[config.mk]
export PLATFORM = sky130hd
export DESIGN_NAME = wb_stage
export DESIGN_NICKNAME = d
export VERILOG_FILES = /design/src/verilog/rv_arch_pkg.sv /design/src/verilog/wb_ctrl_pkg.sv /design/src/verilog/wb_result_sel.sv /design/src/verilog/gpr_file.sv /design/src/verilog/wb_store_unit.sv /design/src/verilog/wb_stage.sv
export SDC_FILE = /design/constraint.sdc
export NUM_CORES = 2
export LEC_CHECK = 0
export BUFFER_PORTS_ARGS = -buffer_cell sky130_fd_sc_hd__buf_2
export CELL_PAD_IN_SITES_DETAIL_PLACEMENT = 1
export CELL_PAD_IN_SITES_GLOBAL_PLACEMENT = 1
export CORE_ASPECT_RATIO = 2
export CORE_MARGIN = 2
export CORE_UTILIZATION = 40
export DETAILED_ROUTE_END_ITERATION = 8
export HOLD_SLACK_MARGIN = 0.05
export PLACE_DENSITY = 0.65
export SETUP_SLACK_MARGIN = 0.05
export SLEW_MARGIN = 20
export SYNTH_ARGS = -nofsm -noshare
export SYNTH_HDL_FRONTEND = slang
export SYNTH_SLANG_ARGS = --single-unit
[constraint.sdc]
create_clock -name clk -period 8.4 [get_ports clk]
set_input_delay 0 -clock clk [delete_from_list [all_inputs] [get_ports clk]]
set_output_delay 0 -clock clk [all_outputs]
set_load 0.05 [all_outputs]
[src/verilog/rv_arch_pkg.sv]
package rv_arch_pkg;

    // RV64 base widths
    localparam int XLEN    = 64;
    localparam int NUM_GPR = 32;

    localparam int REG_ADDR_W = $clog2(NUM_GPR);  // 5 bits for x0..x31
    localparam int IMM_W      = 32;               // store offset as delivered by decode
    localparam int MASK_W     = XLEN / 8;         // one strobe per byte

    // sub-word widths used by the writeback extension
    localparam int WORD_W = 32;
    localparam int HALF_W = 16;

    // data word, also used for load/alu results
    typedef logic [XLEN-1:0] xlen_t;

    typedef logic [XLEN-1:0] pc_t;

    // register index
    typedef logic [REG_ADDR_W-1:0] reg_addr_t;

    // raw offset, sign extended at the adder
    typedef logic [IMM_W-1:0] imm_t;

    typedef logic [MASK_W-1:0] wmask_t;  // byte enables

endpackage

[src/verilog/wb_ctrl_pkg.sv]
package wb_ctrl_pkg;

    import rv_arch_pkg::*;

    // extension applied to the value written back to rd
    typedef enum logic [1:0] {
        EXT_NONE = 2'd0,  // full 64 bits, jalr and friends
        EXT_SW   = 2'd1,  // lw, addw, divw
        EXT_ZW   = 2'd2,  // lwu
        EXT_SH   = 2'd3   // lh
    } ext_kind_e;

    // where the retiring value comes from
    typedef enum logic {
        SRC_EX  = 1'b0,
        SRC_MEM = 1'b1  // loads, mul/div and other late results
    } res_src_e;

    // per-instruction writeback control, 51 bits
    typedef struct packed {
        logic      rd_wen;
        reg_addr_t rd_addr;   // also the store base register
        logic      is_store;
        logic      store_en;  // store may fire in this cycle
        res_src_e  src;
        ext_kind_e ext;
        imm_t      imm;
        wmask_t    wmask;
    } wb_ctrl_t;

    // memory write request towards the data memory, 137 bits
    typedef struct packed {
        logic   wen;  // single-cycle pulse
        xlen_t  addr;
        xlen_t  data;
        wmask_t mask;
    } store_req_t;

endpackage

[src/verilog/wb_result_sel.sv]
module wb_result_sel
    import rv_arch_pkg::*, wb_ctrl_pkg::*;
(
    input  res_src_e  ctrl_src,
    input  ext_kind_e ctrl_ext,
    input  xlen_t     ex_res,
    input  xlen_t     mem_res,
    input  logic      fwd_hazard,
    output xlen_t     raw_res,   // selected value, also the store data
    output xlen_t     wr_data    // extended value for rd
);

    logic use_mem;

    // a forwarding hazard means the memory value is stale here
    assign use_mem = (ctrl_src == SRC_MEM) && !fwd_hazard;
    assign raw_res = use_mem ? mem_res : ex_res;

    always_comb begin
        case (ctrl_ext)
            EXT_NONE: begin
                wr_data = raw_res;
            end
            EXT_SW: begin
                wr_data = {{(XLEN-WORD_W){raw_res[WORD_W-1]}}, raw_res[WORD_W-1:0]};
            end
            EXT_ZW: begin
                wr_data = {{(XLEN-WORD_W){1'b0}}, raw_res[WORD_W-1:0]};
            end
            EXT_SH: begin
                wr_data = {{(XLEN-HALF_W){raw_res[HALF_W-1]}}, raw_res[HALF_W-1:0]};
            end
            default: begin
                wr_data = raw_res;  // unreachable for a clean 2-bit code
            end
        endcase
    end

    // decode must never hand over an undefined extension code
    always_comb begin
        a_ext_known : assert final (ctrl_ext inside {EXT_NONE, EXT_SW, EXT_ZW, EXT_SH})
            else $error("wb_result_sel: illegal extension code %b", ctrl_ext);
    end

endmodule

[src/verilog/gpr_file.sv]
module gpr_file
    import rv_arch_pkg::*;
(
    input  logic      clk,
    input  logic      rst_n,

    // write port from writeback
    input  logic      wen,
    input  reg_addr_t waddr,
    input  xlen_t     wdata,

    // store base read
    input  reg_addr_t base_addr,
    output xlen_t     base_data,

    // difftest hook
    input  reg_addr_t dbg_raddr,
    output xlen_t     dbg_rdata
);

    // x0 has no storage
    xlen_t regs [1:NUM_GPR-1];

    // zero for x0, stored value otherwise
    function automatic xlen_t read_reg(input reg_addr_t addr);
        xlen_t val;
        if (addr == '0) begin
            val = '0;
        end else begin
            val = regs[addr];
        end
        return val;
    endfunction

    always_ff @(posedge clk or negedge rst_n) begin
        if (!rst_n) begin
            for (int i = 1; i < NUM_GPR; i++) begin
                regs[i] <= '0;
            end
        end else if (wen && (waddr != '0)) begin  // writes to x0 dropped
            regs[waddr] <= wdata;
        end
    end

    // both reads are combinational, no same-cycle bypass
    always_comb begin
        base_data = read_reg(base_addr);
    end

    always_comb begin
        dbg_rdata = read_reg(dbg_raddr);
    end

    // written data must be visible after the edge
    a_write_lands : assert property (
        @(posedge clk) disable iff (!rst_n)
        (wen && (waddr != '0)) |=> (regs[$past(waddr)] == $past(wdata))
    ) else $error("gpr_file: write to x%0d did not land", $past(waddr));

endmodule

[src/verilog/wb_store_unit.sv]
module wb_store_unit
    import rv_arch_pkg::*, wb_ctrl_pkg::*;
(
    input  logic       clk,
    input  logic       rst_n,
    input  wb_ctrl_t   ctrl,
    input  xlen_t      base_data,   // rs1 value read through rd_addr
    input  xlen_t      store_data,  // unextended result
    output store_req_t store_req
);

    logic   issue;
    xlen_t  imm_sx;
    xlen_t  addr_d;

    logic   wen_q;
    xlen_t  addr_q;
    xlen_t  data_q;
    wmask_t mask_q;

    // x0 as base never issues a store
    assign issue = ctrl.is_store && ctrl.store_en && ctrl.rd_wen && (ctrl.rd_addr != '0);

    assign imm_sx = {{(XLEN-IMM_W){ctrl.imm[IMM_W-1]}}, ctrl.imm};
    assign addr_d = base_data + imm_sx;  // negative offsets wrap naturally

    always_ff @(posedge clk or negedge rst_n) begin
        if (!rst_n) begin
            wen_q <= 1'b0;
        end else begin
            wen_q <= issue;  // drops again unless the next cycle issues too
        end
    end

    // payload is sampled every cycle and read only with wen_q
    always_ff @(posedge clk) begin
        addr_q <= addr_d;
        data_q <= store_data;
        mask_q <= ctrl.wmask;
    end

    assign store_req = '{wen: wen_q, addr: addr_q, data: data_q, mask: mask_q};

    // back-to-back pulses need back-to-back store instructions
    a_single_pulse : assert property (
        @(posedge clk) disable iff (!rst_n)
        (store_req.wen && $past(store_req.wen))
            |-> ($past(ctrl.is_store, 1) && $past(ctrl.is_store, 2))
    ) else $error("wb_store_unit: store write held without a second store");

endmodule

[src/verilog/wb_stage.sv]
module wb_stage
    import rv_arch_pkg::*, wb_ctrl_pkg::*;
(
    input  logic       clk,
    input  logic       rst_n,

    input  wb_ctrl_t   ctrl,
    input  xlen_t      ex_res,
    input  xlen_t      mem_res,
    input  logic       fwd_hazard,
    input  pc_t        wb_pc,
    input  logic       ebreak,
    input  reg_addr_t  dbg_raddr,

    output store_req_t store_req,
    output pc_t        delay_pc,
    output logic       halted,
    output xlen_t      dbg_rdata
);

    xlen_t raw_res;
    xlen_t wr_data;
    xlen_t base_data;
    logic  gpr_wen;

    // stores use rd_addr as base, so they must not write it
    assign gpr_wen = ctrl.rd_wen && !ctrl.is_store;

    wb_result_sel i_result_sel (
        .ctrl_src   (ctrl.src),
        .ctrl_ext   (ctrl.ext),
        .ex_res     (ex_res),
        .mem_res    (mem_res),
        .fwd_hazard (fwd_hazard),
        .raw_res    (raw_res),
        .wr_data    (wr_data)
    );

    gpr_file i_gpr_file (
        .clk       (clk),
        .rst_n     (rst_n),
        .wen       (gpr_wen),
        .waddr     (ctrl.rd_addr),
        .wdata     (wr_data),
        .base_addr (ctrl.rd_addr),
        .base_data (base_data),
        .dbg_raddr (dbg_raddr),
        .dbg_rdata (dbg_rdata)
    );

    wb_store_unit i_store_unit (
        .clk        (clk),
        .rst_n      (rst_n),
        .ctrl       (ctrl),
        .base_data  (base_data),
        .store_data (raw_res),
        .store_req  (store_req)
    );

    always_ff @(posedge clk or negedge rst_n) begin
        if (!rst_n) begin
            delay_pc <= '0;
        end else begin
            delay_pc <= wb_pc;  // retiring pc, one cycle late
        end
    end

    // sticky until reset, writes keep going
    always_ff @(posedge clk or negedge rst_n) begin
        if (!rst_n) begin
            halted <= 1'b0;
        end else if (ebreak) begin
            halted <= 1'b1;
        end
    end

    a_halt_sticky : assert property (
        @(posedge clk) disable iff (!rst_n)
        !$fell(halted)
    ) else $error("wb_stage: halted dropped without reset");

endmodule

==> metrics.md <==
| Metric | Value |
|---|---|
| Largest net degree at the start of global routing | 180 |
| Hold crit path type | input pin to flip-flop |
| Worst setup margin | 2510 ps |
| First-pass GRT wire length | 651 mm |
| Antenna violations before repair | 26 |
| Detailed-route wire length per cell | 31.6 µm |
| Worst-margin pin slew | 1300 ps |
| Number of flops mapped to enable cells by yosys | 0 |
| Slew Limit Headroom | 0.135 |
| Total global routing overflow | 0 |
| Synth area leaders | dfrtp_1 (47%), mux4_2 (19%), o21ai_0 (9.6%), nand2_1 (7.3%), clkbuf_1 (2.9%) |
| Drt via density | 6.22 |
| Main synth FF type | dfrtp_1 |
| H-tree depth | 4 |
| VDD IR max | 0.182 mV |
| Status | finished, final reports clean |
| Worst Path Required | 9170 ps |
| Setup TNS | 0 ps |
| Most numerous cell in the Yosys netlist | nand2_1 |
| Root buffer cell | clkbuf_16 |
| Post_cts resized | 0 |
| GR Util All Layers | 0.319 |
| Final Max Slew Viols | 0 |
| Setup Viol. Count Final | 0 |
| Share of cells above drive strength 1 | 0.223 |
| Synth Instances | 9,901 |
| Fmax | 0.170 GHz |
| Die span in x | 373 µm |
| Synthesized area | 109,000 µm² |
| Inst Count DP | 13,100 |
| Final hold viol count | 0 |
| GP Congestion | 0.894 |
| WP buf/inv | 4 |
| Skew-Pair Late Insertion Delay | 910 ps |
| Leakage power | 54.8 nW |
| Unique masters post-synth | 73 |
| Number of detailed-route iterations in the first pass | 5 |
| Rows | 271 |
| Top Ports | 518 |
| Share of flip-flops with an asynchronous set or reset | 0.938 |
| Syn Nets | 10,200 |
| Number of synthesized register bits | 2,186 |
| CP endpoint kind | flip-flop |
| Total setup buffers inserted after CTS | 0 |
| Final wirelength | 442 mm |
| Clk_skew | 51.4 ps |
| CP max-delay cell | or3_4 |
| Slowest stage delay, CP | 760 ps |
| Max Buffers Root-to-Sink | 4 |
| Final period util | 0.701 |
| Total number of vias | 87,000 |
| Post-Place Worst Slack | 2170 ps |
| Crit path top cell by count | dlygate4sd3_1 |
| RSZ-0062 raised after global routing | false |
| Nets@finish | 10,600 |
| Avg Inst Size Synth | 11.0 µm² |
| Max cap viols | 0 |
| PwrDens | 232 nW/µm² |
| Post-route ant nets | 0 |
| Core footprint | 272,000 µm² |
| Die height | 742 µm |
| Initial DRC count | 8,024 |
| Seq/Total Area, Yosys | 0.496 |
| Startpoint Class | input pin |
| TritonCTS buffer count | 213 |
| Clk sinks | 2,186 |
| Clk pin slew, worst setup/hold paths | 70 ps |
| Layout Cells excl Fill | 14,000 |
| Yosys warns | 0 |
| Setup Crit Path Kind | input pin to flip-flop |
| Worst path arrival time | 6660 ps |
| Post-synth top area share | 0.471 |
| Hold_buf cts | 437 |
| Full die area | 277,000 µm² |
| # DRC | 0 |
| Worst R2R Setup Slack | 2780 ps |
| Synthesis-to-layout area growth | 16.2% |
| Starting Density | 0.401 |
| CTS tree | yes |
| CP delay by family, top | compound AO/OA/AOI/OAI gates |
| Crit Path Max Fanout | 31 |
| Synth area leader | dfrtp_1 |
| Vias in the first global route | 90,900 |
| Detailed Place HPWL | 255 mm |
| Port Buf Inserts | 517 |
| Cell breakdown of the critical path | dlygate4sd3_1 -> buf_2 -> or3_4 -> buf_4 -> nor2_1 -> a21oi_1 -> nand4_1 -> ha_1 -> fa_1 -> a21o_1 -> a311oi_1 -> a2bb2oi_1 -> o2111ai_1 -> nand2_1 -> o21a_1 -> o21ai_0 -> xor2_1 -> dlygate4sd3_1 |
| Fin crit period | 5890 ps |
| Commonest cells in the netlist | nand2_1 (2,124), o21ai_0 (2,082), dfrtp_1 (2,050) |
cell type report:
class	count	area [µm²]
Tap cell	3549	4440
Timing Repair Buffer	1169	9150
Multi-Input combinational cell	6636	51600
Clock buffer	290	6140
Inverter	50	190
Clock inverter	100	1080
Fill cell	28700	145000
Sequential cell	2186	54000
Antenna cell	6	15.0
power breakdown:
part	switching [W]	internal [W]	leakage (nW)	total (W)
Sequential	0.00113	0.0119	28.6	0.0130
Combinational	0.00365	0.00242	22.6	0.00607
Clock	0.00457	0.00573	3.56	0.0103
Total	0.00935	0.0201	54.8	0.0294
cells in the final DEF, fill, tap and decap left out, drive strengths merged, types with 39 or more instances in the layout:
cell type / netlist / routed
dfxtp: 136 / 136
dlygate4sd3: 0 / 430
nand2: 2124 / 2124
o21ai: 2084 / 2084
mux2: 170 / 170
inv: 49 / 56
dfrtp: 2050 / 2050
a21oi: 258 / 258
buf: 174 / 736
a221oi: 43 / 43
mux4: 923 / 923
nand4: 78 / 78
nor2: 113 / 113
clkinv: 1 / 61
clkbuf: 855 / 293
a21o: 39 / 39
mux2i: 150 / 150
ha: 63 / 63
a22oi: 273 / 273
metrics by stage:
step / cell area [µm²] / utilization / hold slack [ps] / power, W
3_3_place_gp: 115000 / 0.423 / 80.0 / 0.0187
6_report: 127000 / 0.466 / 136 / 0.0294
3_5_place_dp: 115000 / 0.423 / 69.5 / 0.0190
2_1_floorplan: 109000 / - / -296 / 0.0167
4_1_cts: 127000 / 0.466 / 70.4 / 0.0295
5_1_grt: 127000 / 0.466 / 122 / 0.0305
final timing paths:
kind / to / start / cells after the start
setup / recovery: i_store_unit.addr_q[28] / ctrl[48] / 18
hold / removal: i_store_unit.data_q[39] / ex_res[39] / 3
setup reg to reg: i_store_unit.addr_q[28] / i_gpr_file.regs[1600] / 14
hold reg to reg: halted / halted / 1
max in group asynchronous: delay_pc[50] / rst_n / 6
min in group asynchronous: i_gpr_file.regs[696] / rst_n / 4
flip-flops by register name (all words and copies together) (netlist names):
signal,cells
i_store_unit.data_q,64
i_store_unit.wen_q,1
i_gpr_file.regs,1984
halted,1
delay_pc,64
i_store_unit.mask_q,8
i_store_unit.addr_q,64
per-layer routing:
metal / vias up / global-route usage / routed length [µm]
li1: 36600 / - / -
met1: 46000 / 0.431 / 183000
met2: 3459 / 0.514 / 206000
met3: 928 / 0.0499 / 31100
met4: 6 / 0.129 / 21100
met5: - / 0 / 35
cells by family after synthesis:
group	share of synthesized area
simple gates	0.0871
flops	0.496
fa+ha+maj	0.00742
buf+inv	0.0380
mux	0.222
compound gates	0.145
xor+xnor	0.00482
worst min-delay path, cell delays in order:
cell and delay (ps):
buf_2 80, mux2_2 130, dlygate4sd3_1 720
(Power assumes the default switching activity.)
